## src/id_macros.svh

```systemverilog
`ifndef ID_MACROS_SVH
`define ID_MACROS_SVH

`define WORD_W       32
`define REG_ADDR_W   5
`define ALUOP_W      8
`define ALUSEL_W     3
`define NOP_REG_ADDR 5'b00000

// major opcodes
`define OP_SPECIAL   6'b000000
`define OP_ORI       6'b001101
`define OP_ANDI      6'b001100
`define OP_XORI      6'b001110
`define OP_LUI       6'b001111
`define OP_ADDI      6'b001000
`define OP_ADDIU     6'b001001
`define OP_SLTI      6'b001010
`define OP_SLTIU     6'b001011

// function field of SPECIAL
`define FN_OR        6'b100101
`define FN_AND       6'b100100
`define FN_XOR       6'b100110
`define FN_NOR       6'b100111
`define FN_SLL       6'b000000
`define FN_SRL       6'b000010
`define FN_SRA       6'b000011
`define FN_SLLV      6'b000100
`define FN_SRLV      6'b000110
`define FN_SRAV      6'b000111
`define FN_ADD       6'b100000
`define FN_ADDU      6'b100001
`define FN_SUB       6'b100010
`define FN_SUBU      6'b100011
`define FN_SLT       6'b101010
`define FN_SLTU      6'b101011

// ALU operation codes
`define ALUOP_NOP    8'b00000000
`define ALUOP_OR     8'b00100101
`define ALUOP_AND    8'b00100100
`define ALUOP_XOR    8'b00100110
`define ALUOP_NOR    8'b00100111
`define ALUOP_SLL    8'b01111100
`define ALUOP_SRL    8'b00000010
`define ALUOP_SRA    8'b00000011
`define ALUOP_ADD    8'b00100000
`define ALUOP_ADDU   8'b00100001
`define ALUOP_SUB    8'b00100010
`define ALUOP_SUBU   8'b00100011
`define ALUOP_SLT    8'b00101010
`define ALUOP_SLTU   8'b00101011
`define ALUOP_ADDI   8'b01010101
`define ALUOP_ADDIU  8'b01010110

// result classes
`define RES_NOP      3'b000
`define RES_LOGIC    3'b001
`define RES_SHIFT    3'b010
`define RES_ARITH    3'b100

`endif

```

## src/mips_isa_pkg.sv

```systemverilog
`default_nettype none
`include "id_macros.svh"

package mips_isa_pkg;

   typedef logic [`WORD_W-1:0]     word_t;
   typedef logic [`WORD_W-1:0]     inst_t;
   typedef logic [`REG_ADDR_W-1:0] reg_addr_t;

   // instruction fields
   typedef logic [5:0]             opcode_t;
   typedef logic [5:0]             funct_t;
   typedef logic [4:0]             shamt_t;
   typedef logic [15:0]            imm16_t;

endpackage

`default_nettype wire

```

## src/id_ctrl_pkg.sv

```systemverilog
`default_nettype none
`include "id_macros.svh"

package id_ctrl_pkg;

   typedef logic [`ALUOP_W-1:0]  aluop_t;   // operation within a class
   typedef logic [`ALUSEL_W-1:0] alusel_t;  // result class for execute

endpackage

`default_nettype wire

```

## src/id_dec_if.sv

```systemverilog
`timescale 1ns/1ps
`default_nettype none

interface id_dec_if import mips_isa_pkg::*, id_ctrl_pkg::*; ();

   aluop_t    aluop;
   alusel_t   alusel;
   reg_addr_t wd;          // destination register
   logic      wreg;
   logic      instvalid;
   logic      reg1_read;
   logic      reg2_read;
   reg_addr_t reg1_addr;
   reg_addr_t reg2_addr;
   word_t     imm;         // already extended

   modport dec (
      output aluop, alusel, wd, wreg, instvalid,
      output reg1_read, reg2_read, reg1_addr, reg2_addr, imm
   );

   modport opnd (
      input reg1_read, reg2_read, reg1_addr, reg2_addr, imm
   );

   modport pipe (
      input aluop, alusel, wd, wreg, instvalid
   );

endinterface

`default_nettype wire

```

## src/inst_decoder.sv

```systemverilog
`timescale 1ns/1ps
`default_nettype none
`include "id_macros.svh"

module inst_decoder import mips_isa_pkg::*, id_ctrl_pkg::*; (
   input  inst_t inst_i,
   id_dec_if.dec dec
);

   opcode_t   opcode;
   reg_addr_t rs;
   reg_addr_t rt;
   reg_addr_t rd;
   shamt_t    shamt;
   funct_t    funct;
   imm16_t    imm16;

   aluop_t    fn_aluop;    // from funct
   alusel_t   fn_sel;
   aluop_t    op_aluop;    // from opcode, immediate forms
   alusel_t   op_sel;
   word_t     op_imm;
   word_t     sext_imm;
   logic      shift_imm;   // SLL/SRL/SRA

   assign opcode    = inst_i[31:26];
   assign rs        = inst_i[25:21];
   assign rt        = inst_i[20:16];
   assign rd        = inst_i[15:11];
   assign shamt     = inst_i[10:6];
   assign funct     = inst_i[5:0];
   assign imm16     = inst_i[15:0];
   assign sext_imm  = {{16{imm16[15]}}, imm16};
   assign shift_imm = (funct == `FN_SLL) || (funct == `FN_SRL) || (funct == `FN_SRA);

   always_comb begin
      case (funct)
         `FN_OR:            fn_aluop = `ALUOP_OR;
         `FN_AND:           fn_aluop = `ALUOP_AND;
         `FN_XOR:           fn_aluop = `ALUOP_XOR;
         `FN_NOR:           fn_aluop = `ALUOP_NOR;
         `FN_SLL, `FN_SLLV: fn_aluop = `ALUOP_SLL;
         `FN_SRL, `FN_SRLV: fn_aluop = `ALUOP_SRL;
         `FN_SRA, `FN_SRAV: fn_aluop = `ALUOP_SRA;
         `FN_ADD:           fn_aluop = `ALUOP_ADD;
         `FN_ADDU:          fn_aluop = `ALUOP_ADDU;
         `FN_SUB:           fn_aluop = `ALUOP_SUB;
         `FN_SUBU:          fn_aluop = `ALUOP_SUBU;
         `FN_SLT:           fn_aluop = `ALUOP_SLT;
         `FN_SLTU:          fn_aluop = `ALUOP_SLTU;
         default:           fn_aluop = `ALUOP_NOP;
      endcase
      case (funct)
         `FN_OR, `FN_AND, `FN_XOR, `FN_NOR:
            fn_sel = `RES_LOGIC;
         `FN_SLL, `FN_SRL, `FN_SRA, `FN_SLLV, `FN_SRLV, `FN_SRAV:
            fn_sel = `RES_SHIFT;
         `FN_ADD, `FN_ADDU, `FN_SUB, `FN_SUBU, `FN_SLT, `FN_SLTU:
            fn_sel = `RES_ARITH;
         default:
            fn_sel = `RES_NOP;   // unknown funct
      endcase
   end

   always_comb begin
      op_aluop = `ALUOP_NOP;
      op_sel   = `RES_NOP;
      op_imm   = sext_imm;
      case (opcode)
         `OP_ORI, `OP_ANDI, `OP_XORI: begin
            op_sel = `RES_LOGIC;
            op_imm = {16'h0, imm16};   // logic ops zero-extend
            if (opcode == `OP_ORI)
               op_aluop = `ALUOP_OR;
            else if (opcode == `OP_ANDI)
               op_aluop = `ALUOP_AND;
            else
               op_aluop = `ALUOP_XOR;
         end
         `OP_LUI: begin
            op_aluop = `ALUOP_OR;   // or with $rs into upper half
            op_sel   = `RES_LOGIC;
            op_imm   = {imm16, 16'h0};
         end
         `OP_ADDI: begin
            op_aluop = `ALUOP_ADDI;
            op_sel   = `RES_ARITH;
         end
         `OP_ADDIU: begin
            op_aluop = `ALUOP_ADDIU;
            op_sel   = `RES_ARITH;
         end
         `OP_SLTI: begin
            op_aluop = `ALUOP_SLT;
            op_sel   = `RES_ARITH;
         end
         `OP_SLTIU: begin
            op_aluop = `ALUOP_SLTU;
            op_sel   = `RES_ARITH;
         end
         default: begin
            op_sel = `RES_NOP;
         end
      endcase
   end

   always_comb begin
      dec.aluop     = `ALUOP_NOP;
      dec.alusel    = `RES_NOP;
      dec.wd        = rd;
      dec.wreg      = 1'b0;
      dec.instvalid = 1'b0;
      dec.reg1_read = 1'b0;
      dec.reg2_read = 1'b0;
      dec.imm       = '0;
      if (opcode == `OP_SPECIAL) begin
         if (shift_imm && rs == `NOP_REG_ADDR) begin   // bits 31..21 clear
            dec.aluop     = fn_aluop;
            dec.alusel    = fn_sel;
            dec.wreg      = 1'b1;
            dec.instvalid = 1'b1;
            dec.reg2_read = 1'b1;
            dec.imm       = word_t'(shamt);
         end else if (!shift_imm && shamt == 5'd0 && fn_sel != `RES_NOP) begin
            dec.aluop     = fn_aluop;
            dec.alusel    = fn_sel;
            dec.wreg      = 1'b1;
            dec.instvalid = 1'b1;
            dec.reg1_read = 1'b1;
            dec.reg2_read = 1'b1;
         end
      end else if (op_sel != `RES_NOP) begin
         dec.aluop     = op_aluop;
         dec.alusel    = op_sel;
         dec.wd        = rt;   // immediate forms write rt
         dec.wreg      = 1'b1;
         dec.instvalid = 1'b1;
         dec.reg1_read = 1'b1;
         dec.imm       = op_imm;
      end
   end

   assign dec.reg1_addr = rs;
   assign dec.reg2_addr = rt;

endmodule

`default_nettype wire

```

## src/operand_forward.sv

```systemverilog
`timescale 1ns/1ps
`default_nettype none

module operand_forward import mips_isa_pkg::*; (
   id_dec_if.opnd    opnd,
   input  logic      sel_i,        // 0 first operand, 1 second
   input  word_t     rf_data_i,
   input  logic      ex_wreg_i,
   input  reg_addr_t ex_wd_i,
   input  word_t     ex_wdata_i,
   input  logic      mem_wreg_i,
   input  reg_addr_t mem_wd_i,
   input  word_t     mem_wdata_i,
   output word_t     operand_o
);

   logic      rd_en;
   reg_addr_t rd_addr;

   assign rd_en   = sel_i ? opnd.reg2_read : opnd.reg1_read;
   assign rd_addr = sel_i ? opnd.reg2_addr : opnd.reg1_addr;

   always_comb begin
      if (!rd_en)
         operand_o = opnd.imm;
      else if (ex_wreg_i && ex_wd_i == rd_addr)
         operand_o = ex_wdata_i;    // youngest result wins
      else if (mem_wreg_i && mem_wd_i == rd_addr)
         operand_o = mem_wdata_i;
      else
         operand_o = rf_data_i;
   end

endmodule

`default_nettype wire

```

## src/id_ex_reg.sv

```systemverilog
`timescale 1ns/1ps
`default_nettype none
`include "id_macros.svh"

module id_ex_reg import mips_isa_pkg::*, id_ctrl_pkg::*; (
   input  logic      clk_i,
   input  logic      rst_n_i,
   id_dec_if.pipe    pipe,
   input  word_t     reg1_i,
   input  word_t     reg2_i,
   output aluop_t    ex_aluop_o,
   output alusel_t   ex_alusel_o,
   output word_t     ex_reg1_o,
   output word_t     ex_reg2_o,
   output reg_addr_t ex_wd_o,
   output logic      ex_wreg_o,
   output logic      ex_invalid_o
);

   always_ff @(posedge clk_i) begin
      if (!rst_n_i) begin
         ex_aluop_o   <= `ALUOP_NOP;
         ex_alusel_o  <= `RES_NOP;
         ex_reg1_o    <= '0;
         ex_reg2_o    <= '0;
         ex_wd_o      <= `NOP_REG_ADDR;
         ex_wreg_o    <= 1'b0;
         ex_invalid_o <= 1'b0;
      end else begin
         ex_aluop_o   <= pipe.aluop;
         ex_alusel_o  <= pipe.alusel;
         ex_reg1_o    <= reg1_i;
         ex_reg2_o    <= reg2_i;
         ex_wd_o      <= pipe.wd;
         ex_wreg_o    <= pipe.wreg;
         ex_invalid_o <= !pipe.instvalid;
      end
   end

   // no write leaves the stage straight out of reset
   a_reset_wreg : assert property (
      @(posedge clk_i) !rst_n_i |=> !ex_wreg_o
   );

   // an undecodable word reaches execute as a harmless bubble
   a_invalid_bubble : assert property (
      @(posedge clk_i) disable iff (!rst_n_i)
      ex_invalid_o |-> (!ex_wreg_o && ex_aluop_o == `ALUOP_NOP)
   );

   a_nop_no_write : assert property (
      @(posedge clk_i) disable iff (!rst_n_i)
      (ex_alusel_o == `RES_NOP) |-> !ex_wreg_o
   );

endmodule

`default_nettype wire

```

## src/id_top.sv

```systemverilog
`timescale 1ns/1ps
`default_nettype none

module id_top import mips_isa_pkg::*, id_ctrl_pkg::*; (
   input  logic      clk_i,
   input  logic      rst_n_i,
   input  inst_t     inst_i,
   input  word_t     reg1_data_i,
   input  word_t     reg2_data_i,
   input  logic      ex_wreg_i,
   input  reg_addr_t ex_wd_i,
   input  word_t     ex_wdata_i,
   input  logic      mem_wreg_i,
   input  reg_addr_t mem_wd_i,
   input  word_t     mem_wdata_i,
   output logic      reg1_read_o,
   output logic      reg2_read_o,
   output reg_addr_t reg1_addr_o,
   output reg_addr_t reg2_addr_o,
   output aluop_t    ex_aluop_o,
   output alusel_t   ex_alusel_o,
   output word_t     ex_reg1_o,
   output word_t     ex_reg2_o,
   output reg_addr_t ex_wd_o,
   output logic      ex_wreg_o,
   output logic      ex_invalid_o
);

   word_t opnd1;
   word_t opnd2;

   id_dec_if dec_if ();

   inst_decoder i_dec (
      .inst_i (inst_i),
      .dec    (dec_if.dec)
   );

   // register file read request, same cycle as decode
   assign reg1_read_o = dec_if.reg1_read;
   assign reg2_read_o = dec_if.reg2_read;
   assign reg1_addr_o = dec_if.reg1_addr;
   assign reg2_addr_o = dec_if.reg2_addr;

   operand_forward i_opnd1 (
      .opnd        (dec_if.opnd),
      .sel_i       (1'b0),
      .rf_data_i   (reg1_data_i),
      .ex_wreg_i   (ex_wreg_i),
      .ex_wd_i     (ex_wd_i),
      .ex_wdata_i  (ex_wdata_i),
      .mem_wreg_i  (mem_wreg_i),
      .mem_wd_i    (mem_wd_i),
      .mem_wdata_i (mem_wdata_i),
      .operand_o   (opnd1)
   );

   operand_forward i_opnd2 (
      .opnd        (dec_if.opnd),
      .sel_i       (1'b1),
      .rf_data_i   (reg2_data_i),
      .ex_wreg_i   (ex_wreg_i),
      .ex_wd_i     (ex_wd_i),
      .ex_wdata_i  (ex_wdata_i),
      .mem_wreg_i  (mem_wreg_i),
      .mem_wd_i    (mem_wd_i),
      .mem_wdata_i (mem_wdata_i),
      .operand_o   (opnd2)
   );

   id_ex_reg i_pipe (
      .clk_i        (clk_i),
      .rst_n_i      (rst_n_i),
      .pipe         (dec_if.pipe),
      .reg1_i       (opnd1),
      .reg2_i       (opnd2),
      .ex_aluop_o   (ex_aluop_o),
      .ex_alusel_o  (ex_alusel_o),
      .ex_reg1_o    (ex_reg1_o),
      .ex_reg2_o    (ex_reg2_o),
      .ex_wd_o      (ex_wd_o),
      .ex_wreg_o    (ex_wreg_o),
      .ex_invalid_o (ex_invalid_o)
   );

endmodule

`default_nettype wire

```

## config.mk

```make
export PLATFORM = sky130hd
export DESIGN_NAME = id_top
export DESIGN_NICKNAME = d
export VERILOG_FILES = /design/src/mips_isa_pkg.sv /design/src/id_ctrl_pkg.sv /design/src/id_dec_if.sv /design/src/inst_decoder.sv /design/src/operand_forward.sv /design/src/id_ex_reg.sv /design/src/id_top.sv
export VERILOG_INCLUDE_DIRS = /design/src
export SDC_FILE = /design/constraint.sdc
export NUM_CORES = 1
export LEC_CHECK = 0
export BUFFER_PORTS_ARGS = -buffer_cell sky130_fd_sc_hd__buf_2
export CAP_MARGIN = 20
export CORE_ASPECT_RATIO = 0.5
export CORE_MARGIN = 5
export CORE_UTILIZATION = 48
export CTS_CLUSTER_SIZE = 25
export DETAILED_ROUTE_END_ITERATION = 10
export GPL_TIMING_DRIVEN = 1
export PLACE_DENSITY = 0.87
export SLEW_MARGIN = 20
export SYNTH_ARGS = -nofsm -noshare
export SYNTH_HDL_FRONTEND = slang
export SYNTH_SLANG_ARGS = --single-unit
export TNS_END_PERCENT = 100
```

## constraint.sdc

```tcl
create_clock -name clk_i -period 4.68 [get_ports clk_i]
set_input_delay 0.468 -clock clk_i [delete_from_list [all_inputs] [get_ports clk_i]]
set_output_delay 0.468 -clock clk_i [all_outputs]
set_load 0.01 [all_outputs]
```

Yosys cells after proc, flatten, opt, wreduce, memory -nomap -nowiden
Memory sizes are Yosys's and may differ from the RTL's.
Cells that the tools add are included.
{ "totals": {"regBits": 82, "romBits": 640, "n_memories": 2} }
{ "memory_table": {"columns": ["name", "depth", "width", "rd", "rd_clocked_by_memory_dff", "write_ports", "line", "rtl"], "rows": [
  ["(no name shown)", 64, 7, 1, 0, 0, "inst_decoder.sv:37", "case (funct)"],
  ["(no name shown)", 64, 3, 1, 0, 0, "inst_decoder.sv:53", "case (funct)"]
]} }
{ "classes": {"n_eq_ne": 14, "n_reduce_logical": 20, "n_mux": 31} }
{ "ops": {"columns": ["op", "n"], "rows": [
  ["32-bit two-way mux", 8],
  ["32-bit one-hot mux with 2 select lines", 1],
  ["6-bit by 4-bit == test with 1-bit output (second input constant)", 8],
  ["8-bit one-hot mux with 6 select lines", 1],
  ["8-bit two-way mux", 5],
  ["5-bit == test", 4],
  ["5-bit two-way mux", 3],
  ["6-bit by 2-bit == test with 1-bit output (second input constant)", 2],
  ["6-bit logical NOT", 2],
  ["3-bit two-way mux", 4],
  ["5-bit logical NOT", 2],
  ["4-bit OR reduction", 2],
  ["1-bit logical AND", 7],
  ["1-bit two-way mux", 7],
  ["3-bit one-hot mux with 2 select lines", 1],
  ["3-bit nonzero test", 2],
  ["3-bit OR reduction", 1],
  ["1-bit logical NOT", 2],
  ["1-bit logical OR", 2],
  ["2-bit two-way mux", 1]
]} }

Logic depth before layout (Yosys ltp)
{ "logic_depth": {"word_depth": 10, "ltp_mapped": 7, "mapped_depth_nobuf": 5} }

Cells and area by module
Synthesis repeated with hierarchy kept, for this count alone.
{ "unflattened": {"hier_cells": 715, "hier_area_um2": 6292.3} }
{ "by_module_without_submodules": {"columns": ["mod", "cells_each", "area_per_inst_um2", "seq_area_each_um2", "n_inst"], "rows": [
  ["operand_forward", 208, 1661.6, 0.0, 2],
  ["id_ex_reg", 172, 2194.6, 1641.6, 1],
  ["inst_decoder", 125, 767.0, 0.0, 1],
  ["id_top", 2, 7.5, 0.0, 1]
]} }

Worst setup path before layout
OpenSTA, ideal clock, no wires.
{ "synth_timing": {"path_type": "in2out", "startpoint": "input port inst_i[3]", "endpoint": "output port reg2_read_o", "cell_stages": 4, "t_arrival_ps": 1818, "t_required_ps": 4212, "slack_ps": 2394, "path_cell_list": "or3_4 or3_1 or2_4 a21oi_1"} }
{ "synth_between": {"elab_chain_cells": 9, "elab_cells_between_ends": 14, "classes_between": "eq/ne: 2; mux: 3; reduce/logical: 8; memory: 1"} }
{ "synth_lines": {"columns": ["element", "line", "rtl"], "rows": [
  ["start: declaration", "id_top.sv:7", "input inst_t inst_i,"],
  ["branches (longest 7 deep; another with memory 64 x 3 bit)", null, null],
  ["1-bit two-way mux (*)", "inst_decoder.sv:117", "if (shift_imm && rs == `NOP_REG_ADDR) begin"],
  ["1-bit two-way mux (*)", "inst_decoder.sv:116", "if (opcode == `OP_SPECIAL) begin"],
  ["end: declaration", "id_top.sv:17", "output logic reg2_read_o,"]
]} }
Every way passes the cells marked *.

Final worst setup path
{ "layout_timing": {"startpoint": "input port inst_i[3]", "endpoint": "register i_pipe.ex_reg1_o[20]"} }
{ "layout_between": {"elab_chain_cells": 10, "elab_cells_between_ends": 15, "classes_between": "eq/ne: 2; mux: 4; reduce/logical: 8; memory: 1"} }
{ "layout_lines": {"columns": ["element", "line", "rtl"], "rows": [
  ["branches (longest 7 deep; another with memory 64 x 3 bit)", null, null],
  ["1-bit two-way mux (*)", "inst_decoder.sv:117", null],
  ["1-bit two-way mux (*)", "inst_decoder.sv:116", null],
  ["32-bit two-way mux (*)", "operand_forward.sv:24", "if (!rd_en)"],
  ["end signal: assignment", "id_ex_reg.sv:32", "ex_reg1_o <= reg1_i;"],
  ["end: declaration", "id_ex_reg.sv:13", "output word_t ex_reg1_o,"]
]} }
Marked as above.
A chain may end at the register's enable or synchronous reset.

==> results.tsv <==
metric	value	unit
status	complete, no violations	
setup_tns	0	ns
Buf+Inv Stages, Crit Path	2	
Final nets	928	
vias in the first global route	5137	
Switch Pwr	449	µW
DR vias	5155	
wire length per cell	20.1	µm
Max-Slew Margin vs Limit	31.5	%
EDFF count, synth	0	
synthesized instance count	527	
first-pass GRT wire length	26.8	mm
pre-CTS setup slack	1.67	ns
Slowest-stage cell, CP	o31a_1	
Simple-Gate Fraction of Synth Area	18.9	%
synthesis warning total	0	
worst hold path class	primary input to flop	
gr ovfl total	0	
die area	11600	µm²
setup ws final	1.88	ns
Max Slew Vio Count	0	
achievable clock frequency	0.357	GHz
Top delay family on crit path	compound AO/OA/AOI/OAI gates	
final wirelength	17.7	mm
Die Wd	147	µm
CTS resizes	0	
Core Region	9320	µm²
WP data required	4.87	ns
GRT Resource Usage Total	28.9	%
Worst Setup End Kind	flop	
initial core utilization	48.6	%
Post-Synth XOR/XNOR Area	4.06	%
Hold Crit Start	inst_i[17]	
post-synthesis cell area	4530	µm²
Synth cell types	48	
Seq pwr share	38.7	%
# IOs	268	
Adder-Cell Fraction of Synth Area	0	%
Max H-tree Level	3	
CP max FO	18	
number of max-cap violations	0	
syn nets	701	
drt first pass iters	5	
DRC Markers	0	
# port buffers	266	
Antenna Cells	0	
DR WL met3	1.69	mm
Worst EP arrival	2.98	ns
top cell type's share of synthesized area	35.4	%
Logic pwr share	15.9	%
top cells by area, synth	dfxtp_1 35%, a221oi_1 6.0%, mux2i_1 6.0%, nor2_1 5.7%, o32ai_2 5.4%	
post-synthesis mux area share	5.97	%
FILL cells	794	
Die Y	78.7	µm
Met1 Wirelength	7.02	mm
ys flop type	dfxtp_1	
minimum clock period	2.80	ns
# clock sinks	80	
combinational family with the most area after synthesis	compound AO/OA/AOI/OAI gates	
cell-internal power	1.36	mW
register area share after synthesis	35.4	%
Bufs on Longest Clock Path	2	
dpl hpwl	13.3	mm
# hold bufs at CTS	0	
drt first-iter violations	398	
Synth Area in Compound Gates	28.6	%
Mapped Avg Cell Area	8.59	µm²
WL met2	8.45	mm
slew at the pin closest to its max-slew limit	1.03	ns
layout cells sized above 1	41.6	%
Max rail drop VDD	0.176	mV
CTS tree	built	
Final Cycle Share	59.8	%
initial antenna violation count	0	
ys async rst share	0	%
row count	25	
number of synthesized register bits	80	
final setup vio count	0	
PD cells	294	nW/µm²
clock power share	45.4	%
static leakage	3.00	nW
Routed Antenna Nets	0	
sw frac	24.8	%
Area growth syn-to-layout	35.5	%
routability cong.	0.904	
clock buffers created by TritonCTS	9	
Critical Path Source Type	primary input	
clock-pin slew on the worst setup and hold paths	0.06	ns
final hold violations	0	
critical path type	primary input to flop	
crit-path cells	buf_2, or3_4, o311ai_0, o31a_1, buf_4, a211oi_1	
Crit. Startpoint	inst_i[3]	
largest net degree at the start of global routing	58	
Synth area leader	dfxtp_1	
Post CTS Setup Buffer Count	0	
Via-to-Cell Ratio	5.86	
max layer used	met4	
Root Buffer	clkbuf_16	
Worst path max stage delay	0.85	ns
RSZ-0062 raised after global routing	no	
## registers in the layout, indices dropped and copies added (netlist names)
name,cells
i_pipe.ex_reg2_o,32
i_pipe.ex_aluop_o,6
i_pipe.ex_invalid_o,1
i_pipe.ex_wreg_o,1
i_pipe.ex_reg1_o,32
i_pipe.ex_wd_o,5
i_pipe.ex_alusel_o,3
## power by group through the flow
stage               sequential [mW]  clock [mW]  combinational (mW)
finish                        0.699       0.819               0.288
global route                  0.700       0.856               0.310
CTS                           0.699       0.823               0.283
detailed placement            0.714           0               0.281
global placement              0.714           0               0.275
floorplan                     0.722           0               0.129
## metrics by stage
stage          cells  hold slack [ns]  cell area, µm²  util (%)  power (mW)
6_report         880            0.421            6140      65.8        1.81
5_1_grt          880            0.402            6140      65.8        1.87
4_1_cts          880            0.407            6130      65.8        1.81
3_5_place_dp     864            0.756            5790      62.1       0.995
3_3_place_gp     864            0.764            5790      62.1       0.989
2_1_floorplan    527            0.576            4530         -       0.852
## cells in the final DEF, fill, tap and decap left out, drive strengths merged, types with 4 or more instances in the layout
| cell type | Yosys | layout |
|---|---|---|
| xor2 | 13 | 13 |
| o21ai | 9 | 9 |
| nand2 | 42 | 42 |
| and3 | 31 | 31 |
| and2 | 6 | 6 |
| inv | 7 | 7 |
| nor3 | 4 | 4 |
| a21boi | 18 | 18 |
| clkbuf | 34 | 11 |
| a21oi | 12 | 12 |
| o31ai | 20 | 20 |
| nor4 | 4 | 4 |
| o32ai | 15 | 15 |
| nand3 | 7 | 7 |
| a211oi | 30 | 30 |
| buf | 23 | 273 |
| dfxtp | 80 | 80 |
| a221oi | 31 | 31 |
| xnor2 | 8 | 8 |
| mux2i | 27 | 27 |
| nor2 | 69 | 69 |
## synth_stat cells, types with 3 or more instances
| master | instances |
|---|---|
| o21ai_0 | 8 |
| a22oi_1 | 3 |
| nor3_1 | 4 |
| mux2i_1 | 27 |
| buf_4 | 15 |
| nand3_1 | 7 |
| nor4_1 | 4 |
| buf_6 | 3 |
| dfxtp_1 | 80 |
| a31oi_1 | 3 |
| xor2_1 | 13 |
| inv_1 | 7 |
| xnor2_1 | 8 |
| nor2_1 | 69 |
| o31ai_1 | 18 |
| clkbuf_1 | 34 |
| nand2_1 | 42 |
| and2_1 | 6 |
| a21oi_1 | 12 |
| o32ai_2 | 15 |
| buf_1 | 3 |
| o22ai_1 | 3 |
| a21boi_0 | 18 |
| nor2b_1 | 3 |
| and3_1 | 31 |
| a211o_1 | 3 |
| a211oi_1 | 30 |
| a221oi_1 | 31 |
| nand4_1 | 3 |
## tightest hold or removal path, stage by stage
cell and delay, ns:
buf_2 0.13, nand2_1 0.05, a21boi_0 0.06
## final cells by class
type                            instances  area, µm²  area share (%)
Clock buffer                           11        243            3.96
Clock inverter                          5        104            1.69
Inverter                                7       26.3           0.428
Multi-Input combinational cell        383       2630            42.8
Sequential cell                        80       1600            26.1
Tap cell                              121        151            2.47
Timing Repair Buffer                  273       1380            22.6
## routing by layer
layer  vias up  global-route usage [%]
met2       298                    48.8
met1      2407                    35.0
met3        52                    8.55
met5         -                       0
li1       2398                       -
met4         0                    11.6
## cells by family (layout without fill, tap and decap cells)
kind of cell | Yosys count | count (layout)
mux | 27 | 27
xor+xnor | 21 | 21
simple gates | 180 | 180
compound gates | 154 | 154
flops | 80 | 80
buf+inv | 64 | 296
other cells | 1 | 1
## worst paths after layout
path / to / slack, ns / depth (start not counted)
max: i_pipe.ex_reg1_o[20] / 1.88 / 6
min: i_pipe.ex_wd_o[1] / 0.42 / 3
Note: power is estimated with default switching activity, not from simulation.
